$ cat config.mk
export PLATFORM = sky130hd
export DESIGN_NAME = wb_arbiter
export DESIGN_NICKNAME = d
export VERILOG_FILES = /design/src/rv_m_pkg.sv /design/src/mdu_pkg.sv /design/src/wb_arbiter.sv
export SDC_FILE = /design/constraint.sdc
export NUM_CORES = 1
export LEC_CHECK = 0
export CAP_MARGIN = 25
export CORE_AREA = 4 4 83 85
export DETAILED_ROUTE_END_ITERATION = 12
export DIE_AREA = 0 0 87 89
export DONT_BUFFER_PORTS = 1
export GPL_TIMING_DRIVEN = 1
export PLACE_DENSITY = 0.31
export SYNTH_ARGS = -nofsm -noshare
export SYNTH_HDL_FRONTEND = slang
export SYNTH_SLANG_ARGS = --single-unit
export TNS_END_PERCENT = 10
$ cat constraint.sdc
create_clock -name clk -period 1.6 [get_ports clk]
set_input_delay 0.32 -clock clk [delete_from_list [all_inputs] [get_ports clk]]
set_output_delay 0.32 -clock clk [all_outputs]
set_load 0.1 [all_outputs]
$ cat src/rv_m_pkg.sv
// isa widths, register index type and m-extension funct3 codes.
package rv_m_pkg;

	// integer register width, fixed by rv64.
	localparam int xlen = 64;

	typedef logic [xlen-1:0]   xword_t; // full operand or result.
	typedef logic [xlen/2-1:0] half_t;  // low half used by word ops.
	typedef logic [4:0]        reg_idx_t; // destination register index.

	// funct3 field of the m extension, opcode op / op-32.
	typedef enum logic [2:0] {
		mul    = 3'b000, // low product.
		mulh   = 3'b001, // high, signed x signed.
		mulhsu = 3'b010, // high, signed x unsigned.
		mulhu  = 3'b011, // high, unsigned x unsigned.
		div    = 3'b100,
		divu   = 3'b101,
		rem    = 3'b110,
		remu   = 3'b111
	} m_funct3_e;

	// funct3[2] splits multiply from divide.
	// for divide, bit 0 means unsigned and bit 1 means remainder.
	// word ops reuse the same codes with the word flag set.

endpackage

$ cat src/mdu_pkg.sv
// issue, control and result structs, divider states and iteration counts of the mdu.
package mdu_pkg;

	// one op from the issue stage, operands already read.
	typedef struct packed {
		rv_m_pkg::m_funct3_e funct3;
		logic                word;  // op-32 form.
		rv_m_pkg::xword_t    src1;
		rv_m_pkg::xword_t    src2;
		rv_m_pkg::reg_idx_t  rd;
	} mdu_issue_t; // 137 bits.

	// multiplier control, derived from funct3 in decode.
	typedef struct packed {
		logic src1_signed; // sign extend rs1.
		logic src2_signed; // sign extend rs2.
		logic high;        // take product bits 127:64.
		logic word;        // mulw, low 32 bits sign extended.
	} mul_ctrl_t;

	// divider control.
	typedef struct packed {
		logic sgn;  // div / rem, as opposed to divu / remu.
		logic rem;  // return remainder instead of quotient.
		logic word; // 32 bit operands and result.
	} div_ctrl_t;

	// writeback payload of either unit.
	typedef struct packed {
		rv_m_pkg::reg_idx_t rd;
		rv_m_pkg::xword_t   data;
	} mdu_result_t; // 69 bits.

	// divider fsm.
	typedef enum logic [1:0] {
		idle = 2'd0,
		run  = 2'd1, // shift-subtract steps, then one fixup cycle.
		done = 2'd2  // result held, request raised.
	} div_state_e;

	// one quotient bit per step.
	localparam int div_iter_full = 64;
	localparam int div_iter_word = 32;

	typedef logic [6:0] div_cnt_t; // step counter, must reach div_iter_full.

endpackage

$ cat src/wb_arbiter.sv
// fixed-priority grant of mul and div results onto a wishbone classic write.
`timescale 1ns/1ps

module wb_arbiter (
	input  logic                 clk,
	input  logic                 reset,
	input  logic                 mul_req,
	input  mdu_pkg::mdu_result_t mul_result,
	input  logic                 div_req,
	input  mdu_pkg::mdu_result_t div_result,
	output logic                 mul_grant,
	output logic                 div_grant,
	output logic                 wb_cyc,
	output logic                 wb_stb,
	output logic                 wb_we,
	output rv_m_pkg::reg_idx_t   wb_adr,
	output rv_m_pkg::xword_t     wb_dat,
	input  logic                 wb_ack
);

	logic                 sel_div; // owner of the current bus cycle.
	mdu_pkg::mdu_result_t sel_result;

	// cycle opens one edge after a request on an idle bus and closes on ack.
	always_ff @(posedge clk) begin
		if (reset) begin
			wb_cyc <= 1'b0;
		end else if (!wb_cyc) begin
			wb_cyc <= mul_req | div_req;
		end else if (wb_ack) begin
			wb_cyc <= 1'b0;
		end
	end

	// latched while idle and the divider wins ties.
	always_ff @(posedge clk) begin
		if (!wb_cyc) begin
			sel_div <= div_req;
		end
	end

	// units hold their result until granted so the bus stays stable.
	assign sel_result = sel_div ? div_result : mul_result;

	assign wb_stb = wb_cyc; // single transfer per cycle.
	assign wb_we  = 1'b1;   // writeback only.
	assign wb_adr = sel_result.rd;
	assign wb_dat = sel_result.data;

	// grant pulses in the ack cycle.
	assign mul_grant = wb_cyc & wb_ack & ~sel_div;
	assign div_grant = wb_cyc & wb_ack &  sel_div;

	// held by the owning unit until ack.
	a_stable: assert property (@(posedge clk) disable iff (reset)
		(wb_stb && !wb_ack) |=> (wb_stb && $stable(wb_adr) && $stable(wb_dat)));

endmodule

Word level (Yosys, flattened, before mapping)
Index checks and enable logic that the tools add are counted.
{"block": "word_totals", "output_inout_bits": 74, "regBits": 2}
{"block": "op_classes", "n_mux": 3, "n_bitwise": 5}
{"cell": "$mux W69", "count": 1}
{"cell": "$and A1 B1 Y1", "count": 3}
{"cell": "$mux W1", "count": 2}
{"cell": "$not A1 Y1", "count": 1}
{"cell": "$or A1 B1 Y1", "count": 1}

Logic depth before layout (Yosys ltp)
Gate-level depths: netlist (run 1).
{"block": "logic_depth", "depth_word": 2, "depth_mapped": 3, "ltp_nobuf": 2}

Worst setup path before layout (run 1)
OpenSTA, ideal clock, no wires.
{"block": "synth_path", "path_kind": "flip-flop to output port", "start": "reg wb_cyc", "end": "out mul_grant", "arrival_ns": 2.398, "stages_incl_launch_ff": 3, "slack_ns": -1.118, "t_required_ns": 1.280, "n_path_buf": 0, "path_cell_list": "dfxtp_1 nand2_1 nor2_1"}
{"block": "synth_between", "elab_chain_cells": 2}
{"element": "start, declared", "line_no": "wb_arbiter.sv:13", "rtl": "output logic wb_cyc,"}
{"element": "start signal, assigned", "line_no": "wb_arbiter.sv:29", "rtl": "wb_cyc <= mul_req | div_req;"}
{"element": "$and A1 B1 Y1 (2 in series)", "line_no": "wb_arbiter.sv:51", "rtl": "assign mul_grant = wb_cyc & wb_ack & ~sel_div;"}
{"element": "end, declared", "line_no": "wb_arbiter.sv:11", "rtl": "output logic mul_grant,"}
Every way passes these cells.

Final worst setup path (run 1)
{"block": "layout_path", "start": "reg sel_div", "end": "out wb_adr[3]"}
{"block": "layout_between", "elab_chain_cells": 1}
{"element": "start, declared", "line_no": "wb_arbiter.sv:21", "rtl": "logic sel_div;"}
{"element": "start signal, assigned", "line_no": "wb_arbiter.sv:38", "rtl": "sel_div <= div_req;"}
{"element": "$mux W69", "line_no": "wb_arbiter.sv:43", "rtl": "assign sel_result = sel_div ? div_result : mul_result;"}
{"element": "end, declared", "line_no": "wb_arbiter.sv:16", "rtl": "output rv_m_pkg::reg_idx_t wb_adr,"}
Every way passes these cells.

==> results of run 1 <==
## cell usage in the layout (no fill, tap or decap), drive strengths merged
| cell | Yosys | final |
|---|---|---|
| nor3 | 1 | 1 |
| nor2 | 1 | 1 |
| edfxtp | 1 | 1 |
| clkbuf | 0 | 5 |
| buf | 10 | 11 |
| and3 | 1 | 1 |
| conb | 1 | 1 |
| inv | 1 | 1 |
| nand2 | 1 | 1 |
| a211oi | 1 | 1 |
| dfxtp | 1 | 1 |
| mux2 | 69 | 69 |
## report_power, final
part           total (mW)  internal (mW)  switching (mW)
Combinational        1.75          0.369            1.38
Clock               0.218          0.170          0.0482
Sequential         0.0631         0.0589         0.00419
Total                2.03          0.597            1.43
## what timing repair did
action	4_1_cts	5_1_grt
resized for setup	9	1
endpoints found under the setup margin	70	71
buffers inserted	1	0
pin swaps	0	0
endpoints found under the hold margin	0	0
gates cloned	4	1
## state kept, by name (all words and copies together) (netlist names)
name and cells:
sel_div 1, wb_cyc 1
## per-layer routing
metal	track usage (%)	wire [um]
met5	0	0
met4	1.70	0
met3	1.75	499
met2	13.4	2170
met1	8.23	1340
## layout make-up
type	count	area (sq um)	area share [%]
Clock buffer	4	45.0	2.91
Timing Repair Buffer	12	270	17.5
Sequential cell	2	53.8	3.48
Multi-Input combinational cell	75	1080	69.7
Tap cell	77	96.3	6.22
Inverter	1	3.75	0.243
## worst min path at each step
| stage | startpoint | endpoint | slack (ns) | cells past startpoint |
|---|---|---|---|---|
| floorplan | reset | wb_cyc | 0.39 | 1 |
| global placement | reset | wb_cyc | 0.39 | 1 |
| detailed placement | reset | wb_cyc | 0.40 | 1 |
| CTS | reset | wb_cyc | 0.18 | 1 |
| global route | reset | wb_cyc | 0.17 | 1 |
| finish | reset | wb_cyc | 0.18 | 1 |
## kinds of logic after synthesis
kind of cell,Yosys count,synth area share (%)
multiplexers,69,80.8
buffers and inverters,11,12.9
AND/OR/NAND/NOR,4,1.47
flip-flops,2,3.92
AO/OA/AOI/OAI,1,0.588
other,1,0.294
==> impl_results.md, run 1 <==
- Root buf cell: clkbuf_8
- Seq/Total Area, Yosys: 3.92%
- Reg-to-reg endpoint: wb_cyc
- Fin Hold WS: 0.183 ns
- CTS sink cnt: 2
- Yosys top cell by area: mux2_4
- Synth Net Count: 231
- Most area-consuming cells after synthesis: mux2_4, buf_12, edfxtp_1
- Critical Path Sink: wb_adr[3]
- VDD IR max: 457 uV
- Worst-path clk slew: 0.03 ns
- Critical Path, Cell by Cell: buf_12 -> buf_16 -> mux2_4
- Total length of routed wires: 4010 um
- Detailed-route DRC error count: 0
- # H-tree levels: 1
- Failing checks: setup timing
- Initial Util: 20.6%
- Power, Total: 2.03 mW
- Post-layout util: 24.9%
- Critical Path Source: sel_div
- Minimum clock period: 1.75 ns
- RSZ-0062 raised after global routing: true
- Gate Count Post-Synth: 88
- Most common cell in the synthesized netlist: mux2_4
- Die height: 89 um
- Worst stage delay on the critical path: 0.45 ns
- Slack of the critical path: -0.152 ns
- Drt pass-1 iters: 3
- Arr. time, crit path: 1.43 ns
- CTS buffer count: 3
- CTS tree: done
- LEAKAGE: 0.750 nW
- Fillers: 635
- Yosys cell types: 15
- Async S/R FF share, synth: 0%
- Worst-Margin Slew: 0.554 ns
- Worst-path maximum fanout: 17
- Commonest cells post-synth: mux2_4, buf_12, buf_4
- Largest net degree at the start of global routing: 20
- Yosys warnings: 0
- Mapped Area: 0.00128 sq mm
- Routed wire per std cell: 23.5 um
- Cells after DPL: 161
- Worst r2r src: wb_cyc
- Req. time, crit path: 1.28 ns
- N_diodes: 0
- Peak Freq: 571 MHz
- Die area: 0.00774 sq mm
- Crit Path Class: reg2out
- Die W: 87 um
- Critical-path top delay cell: mux2_4
- Vias in the first global route: 845
- First-pass GRT wire length: 4360 um
- Nets: 238
- Levels on crit path: 3
- GRT Total Usage: 7.19%
- Hold/Removal Path Class: in2reg
- CTS Hold Bufs: 0
- Placer Congestion: 0.695
- Via count: 816
- Core Box Area: 0.00620 sq mm
- Max cap viols: 0
- Final Cycle Share: 109%
- Setup crit end kind: output pin
- Crit path launch type: register
- Max-slew violations: 0
- Row Count: 29
- Vias/cell: 4.77
- Avg Cell Area, Syn: 14.5 sq um
- Top delay family on crit path: multiplexers
- Port Buf Inserts: 0
- Initial antenna violation count: 0
- R2R depth: 2
- Most used DFF post-synth: edfxtp_1
- Remaining Overflow, GRT: 0
- Clock Latency Late Sink: 0.22 ns
- Clock buffer depth: 2
- Status: finished, violations left
- #FFs+latches synth: 2
- # setup viols final: 70
- Area growth syn-to-layout: 21.2%
- Initial drt markers: 4
- ANT nets after route: 0
- Post-DP Area: 0.00133 sq mm
- Finished Layout Cells: 171
- Final hold violations: 0
- Pre-CTS WS: -0.00286 ns
- Setup skew after layout: 0.00631 ns
- FF-to-FF setup slack: 0.46 ns
- Top-area cell type share of the netlist area: 79.9%
- Power per cell area: 1310 mW/mm^2
- Worst slew margin relative to its limit: 63.1%
- Setup TNS: -9.54 ns
- EDFF count, synth: 1
- Num ports: 217
- Critical path buffers and inverters: 2
- Proportion of layout cells with a drive suffix above 1: 92.6%
- Non-Filler Cell Area, Final: 0.00155 sq mm
Power figures use the tool's default switching activity.
==> inputs of run 2 (changes only) <==
Settings changed: CORE_AREA 4 4 83 85 to 4 4 82 84, DIE_AREA 0 0 87 89 to 0 0 86 88, PLACE_DENSITY 0.31 to not set.
==> run 2 against run 1 <==
  * The run still ends with setup timing left
  * Non-clock buffer count did not move
  * Routed wire length is 22% higher
  * Die area fell by 2.3%
  * First-iteration DRC count decreased by 25%
  * Via count grew 2.3%
  * Largest power group unchanged
==> impl_results.md, run 2 (synthesis gave the netlist of run 1 again) <==
- Worst r2r src: wb_cyc
- # H-tree levels: 1 (unchanged)
- Reg-to-reg endpoint: wb_cyc
- Max-slew violations: 0 (unchanged)
- FF-to-FF setup slack: 0.56 ns (+0.10 ns)
- Placer Congestion: 0.744 (+7.0%)
- Peak Freq: 582 MHz (+2.0%)
- Worst-path clk slew: 0.03 ns (about the same)
- Nets: 238 (unchanged)
- Die area: 0.00757 sq mm (-2.3%)
- CTS Hold Bufs: 0 (unchanged)
- Failing checks: setup timing
- Row Count: 28 (-3.4%)
- Crit path launch type: register
- CTS buffer count: 3 (unchanged)
- GRT Total Usage: 10.8% (+3.6 points)
- Largest net degree at the start of global routing: 17 (-15%)
- Detailed-route DRC error count: 0 (unchanged)
- Most frequent cells in the layout: mux2_4, buf_12, clkbuf_8, buf_16, buf_4
- R2R depth: 3 (+1)
- First-pass GRT wire length: 6070 um (+39%)
- Vias in the first global route: 1008 (+19%)
- ANT nets after route: 0 (unchanged)
- Met1 GRT Util: 10.9% (+2.7 points)
- Via count: 835 (+2.3%)
- Worst hold path stage count: 1 (unchanged)
- Area growth syn-to-layout: 15.8%
- Final hold violations: 0 (unchanged)
- Clock Latency Late Sink: 0.21 ns (about the same)
- Port Buf Inserts: 0 (unchanged)
- Most common cell after layout, fill and taps aside: mux2_4
- Num ports: 217 (unchanged)
- Initial drt markers: 3 (-1)
- Minimum clock period: 1.72 ns (-0.0338 ns)
- Root buf cell: clkbuf_8
- Max cap viols: 0 (unchanged)
- Hold EP: wb_cyc
- Pre-CTS WS: -0.0103 ns (-0.00748 ns)
- Vias/cell: 4.94 (+3.5%)
- Fin Hold WS: 0.184 ns (+0.00121 ns)
- GR Util met3: 2.54% (+0.79 points)
- Post-layout util: 25.0% (+0.034 points)
- Final Cycle Share: 107% (-2.1 points)
- Setup TNS: -7.34 ns (+2.20 ns)
- Status: finished, violations left
- Fillers: 602 (-5.2%)
- RSZ-0062 raised after global routing: true
- Top flop regs: sel_div: 1 flops, wb_cyc: 1 flops
- Proportion of layout cells with a drive suffix above 1: 92.6% (unchanged)
- Setup crit end kind: output pin
- GR peak layer: met2
- Total length of routed wires: 4900 um (+22%)
- Arr. time, crit path: 1.40 ns (-0.03 ns)
- LEAKAGE: 0.723 nW (-3.6%)
- Initial antenna violation count: 0 (unchanged)
- Crit Path Class: reg2out
- Req. time, crit path: 1.28 ns (about the same)
- Worst-path maximum fanout: 15 (-2)
- VDD IR max: 689 uV (+51%)
- CTS tree: done
- Setup skew after layout: 0.00297 ns (-0.00334 ns)
- Initial Util: 21.6% (+0.99 points)
- Power, Total: 2.00 mW (-1.4%)
- Hold/Removal Path Class: in2reg
- Met2 Usage GRT: 21.8% (+8.4 points)
- Worst min-delay path startpoint: reset
- Power per cell area: 1350 mW/mm^2 (+3.2%)
- N_diodes: 0 (unchanged)
- Slack of the critical path: -0.118 ns (+0.0338 ns)
- # setup viols final: 69 (-1.4%)
- CTS sink cnt: 2 (unchanged)
- Die W: 86 um (-1.1%)
- Core Box Area: 0.00592 sq mm (-4.6%)
- Routed wire per std cell: 29.0 um (+24%)
- Clock buffer depth: 2 (unchanged)
- Die height: 88 um (-1.1%)
- Remaining Overflow, GRT: 0 (unchanged)
- Drt pass-1 iters: 3 (unchanged)
[run 2: layout make-up]
cell class / instances / area (sq um) / area share, %
timing repair buffer: 12 / 211 / 14.3
inverter: 1 / 3.75 / 0.254
multi-input combinational: 75 / 1070 / 72.4
sequential: 2 / 53.8 / 3.64
tap: 75 / 93.8 / 6.35
clock buffer: 4 / 45.0 / 3.05
[run 2: worst max-delay path by stage]
| stage | start | endpoint | slack (ns) | depth (start not counted) |
|---|---|---|---|---|
| final | sel_div | wb_dat[4] | -0.12 | 3 |
| after global routing | sel_div | wb_adr[2] | -0.16 | 4 |
| after CTS | sel_div | wb_adr[2] | -0.13 | 4 |
| after detailed placement | sel_div | wb_dat[51] | -0.01 | 2 |
| after global placement | sel_div | wb_dat[54] | 0.02 | 2 |
| after floorplan | wb_cyc | mul_grant | 0.09 | 2 |
[run 2: critical path, stage by stage (launching register included)]
cell and delay [ns]:
edfxtp_1 0.38, buf_8 0.18, buf_16 0.16, mux2_4 0.45
[run 2: timing repair]
item	in CTS	in global routing
setup buffers	1	0
cloned	2	0
resized for setup	6	0
endpoints found under the setup margin	69	69
[run 2: through the flow]
step	cells	cell area (sq um)
after floorplan	88	1290
after global placement	162	1350
after detailed placement	162	1350
after CTS	169	1480
after global routing	169	1480
final	169	1480
[run 2: power breakdown]
part	switching [mW]	internal (mW)	total [mW]
clock network	0.0423	0.169	0.211
registers	0.00335	0.0589	0.0622
logic	1.38	0.346	1.73
total	1.43	0.574	2.00
[run 2: layer usage]
layer	up-vias	wire, um
met5	-	0
met4	0	34
met3	4	572
met2	115	2810
met1	376	1490
li1	340	-
==> inputs of run 3 (changes only) <==
Settings changed: CTS_BUF_LIST set to sky130_fd_sc_hd__clkbuf_16.
==> run 3 against run 2 <==
  * The flow still finishes with violations (setup timing)
  * Critical path depth increased by 1
  * Sequential power increased by 0.8%
  * Clock skew decreased by 0.0017 ns
  * Utilization increased by 0.63 points
  * Combinational power about the same
  * Power increased by 8.6%
  * Cell count increased by 1.2%
  * Maximum frequency decreased by 5.8%
  * Hold slack got worse by 0.018 ns
  * First-iteration DRC count increased to 3.3 times the previous value
  * Non-clock buffer count increased by 2
  * Via count decreased by 1.6%
==> impl_results.md, run 3 (synthesis gave the netlist of run 1 again) <==
- Largest net degree at the start of global routing: 31 (+14)
- CTS sink cnt: 2 (unchanged)
- Remaining Overflow, GRT: 0 (unchanged)
- Fin Hold WS: 0.166 ns (-0.0178 ns)
- Root buf cell: clkbuf_16
- ANT nets after route: 0 (unchanged)
- Critical Path, Cell by Cell: buf_6 -> buf_6 -> buf_12 -> mux2_4
- Worst stage delay on the critical path: 0.44 ns (about the same)
- Worst-path clk slew: 0.03 ns (about the same)
- Worst r2r src: wb_cyc
- VDD IR max: 718 uV (+4.2%)
- Met1 GRT Util: 10.8% (-0.12 points)
- Critical Path Source: sel_div
- Cell mode on critical path: buf_6
- Area growth syn-to-layout: 18.7%
- Row Count: 28 (unchanged)
- GR Util met3: 2.26% (-0.28 points)
- CTS tree: done
- Die W: 86 um (unchanged)
- Fillers: 596 (-1.0%)
- Num ports: 217 (unchanged)
- Reg-to-reg endpoint: wb_cyc
- Minimum clock period: 1.82 ns (+0.106 ns)
- CTS Hold Bufs: 0 (unchanged)
- Nets: 240 (+0.84%)
- Crit path launch type: register
- Die height: 88 um (unchanged)
- Top delay family on crit path: multiplexers
- Power per cell area: 1430 mW/mm^2 (+5.9%)
- Levels on crit path: 4 (+1)
- Routed wire per std cell: 28.9 um (-0.44%)
- Max-slew violations: 0 (unchanged)
- Top flop regs: sel_div: 1 flops, wb_cyc: 1 flops
- Status: finished, violations left
- Total length of routed wires: 4940 um (+0.73%)
- Critical-path top delay cell: mux2_4
- Slack of the critical path: -0.224 ns (-0.106 ns)
- Clock Latency Late Sink: 0.22 ns (about the same)
- Most common cell after layout, fill and taps aside: mux2_4
- GRT Total Usage: 10.6% (-0.20 points)
- Final hold violations: 0 (unchanged)
- Most frequent cells in the layout: mux2_4, buf_4, buf_12
- R2R depth: 3 (unchanged)
- GR peak layer: met2
- Clock buffer depth: 2 (unchanged)
- # setup viols final: 69 (unchanged)
- Crit Path Class: reg2out
- First-pass GRT wire length: 6090 um (+0.21%)
- Initial antenna violation count: 0 (unchanged)
- Setup crit end kind: output pin
- N_diodes: 0 (unchanged)
- LEAKAGE: 0.748 nW (+3.4%)
- Failing checks: setup timing
- FF-to-FF setup slack: 0.61 ns (+0.05 ns)
- Met2 Usage GRT: 21.9% (+0.070 points)
- Peak Freq: 548 MHz (-5.8%)
- CTS buffer count: 3 (unchanged)
- Core Box Area: 0.00592 sq mm (unchanged)
- Req. time, crit path: 1.28 ns (about the same)
- Critical path buffers and inverters: 3 (+1)
- Initial Util: 21.6% (unchanged)
- Die area: 0.00757 sq mm (unchanged)
- # H-tree levels: 1 (unchanged)
- RSZ-0062 raised after global routing: true
- Setup skew after layout: 0.00122 ns (-0.00175 ns)
- Via count: 822 (-1.6%)
- Max cap viols: 0 (unchanged)
- Critical Path Sink: wb_dat[51]
- Drt pass-1 iters: 3 (unchanged)
- Worst min-delay path startpoint: reset
- Detailed-route DRC error count: 0 (unchanged)
- Port Buf Inserts: 0 (unchanged)
- Power, Total: 2.17 mW (+8.6%)
- Final Cycle Share: 114% (+6.6 points)
- Worst-path maximum fanout: 8 (-7)
- Vias/cell: 4.81 (-2.7%)
- Arr. time, crit path: 1.50 ns (+0.10 ns)
- Hold/Removal Path Class: in2reg
- Proportion of layout cells with a drive suffix above 1: 92.7% (+0.16 points)
- Vias in the first global route: 1027 (+1.9%)
- Placer Congestion: 0.744 (unchanged)
- Initial drt markers: 10 (+7)
-- run 3: cell types whose count changed in the layout (fill, tap and decap cells not counted) --
cell	previous run	this run
buf_16	3	2
clkbuf_16	0	3
buf_4	3	5
buf_6	1	2
clkbuf_8	3	0
inv_1	1	2
buf_8	1	0
clkbuf_1	1	0
buf_12	4	5
-- run 3: metrics by stage --
stage	util, %	worst slack (ns)	setup TNS (ns)	instances	instance area [sq um]
after global routing	25.6	-0.261	-14.34	171	1520
after global placement	22.8	0.0195	0	162	1350
after floorplan	-	0.0893	0	88	1290
final	25.6	-0.224	-11.51	171	1520
after CTS	25.6	-0.210	-10.17	171	1520
after detailed placement	22.8	-0.0103	-0.149	162	1350
-- run 3: worst min path at each step --
stage | depth (start not counted) | endpoint | slack, ns
2_1_floorplan | 1 | wb_cyc | 0.39
6_report | 1 | wb_cyc | 0.17
3_3_place_gp | 1 | wb_cyc | 0.39
4_1_cts | 1 | wb_cyc | 0.16
5_1_grt | 1 | wb_cyc | 0.16
3_5_place_dp | 1 | wb_cyc | 0.40
-- run 3: routing by layer --
| metal | share of wire [%] | wire, um |
|---|---|---|
| met5 | 0 | 0 |
| met1 | 32 | 1560 |
| met3 | 11 | 544 |
| met4 | 0 | 0 |
| met2 | 57 | 2840 |
-- run 3: worst register-to-register path, cell delays in order, from the launching register on --
cell	delay, ns
dfxtp_4	0.34
buf_4	0.30
nor3_1	0.11
a211oi_1	0.16
-- run 3: repair_timing --
action | 4_1_cts | 5_1_grt
setup endpoints to repair | 70 | 70
pin swaps | 0 | 0
buffers inserted | 3 | 0
resized for setup | 4 | 0
hold endpoints to repair | 0 | 0
cloned | 2 | 0
-- run 3: where the power goes --
part	internal, mW	switching [mW]	total [mW]
Sequential	0.0589	0.00382	0.0627
Clock	0.321	0.0601	0.382
Combinational	0.346	1.38	1.73
Total	0.727	1.44	2.17
-- run 3: cell type report --
class | count | area (sq um) | area share (%)
Multi-Input combinational cell | 75 | 1070 | 70.6
Clock buffer | 3 | 75.1 | 4.95
Sequential cell | 2 | 53.8 | 3.55
Inverter | 1 | 3.75 | 0.248
Timing Repair Buffer | 14 | 215 | 14.2
Clock inverter | 1 | 3.75 | 0.248
Tap cell | 75 | 93.8 | 6.19
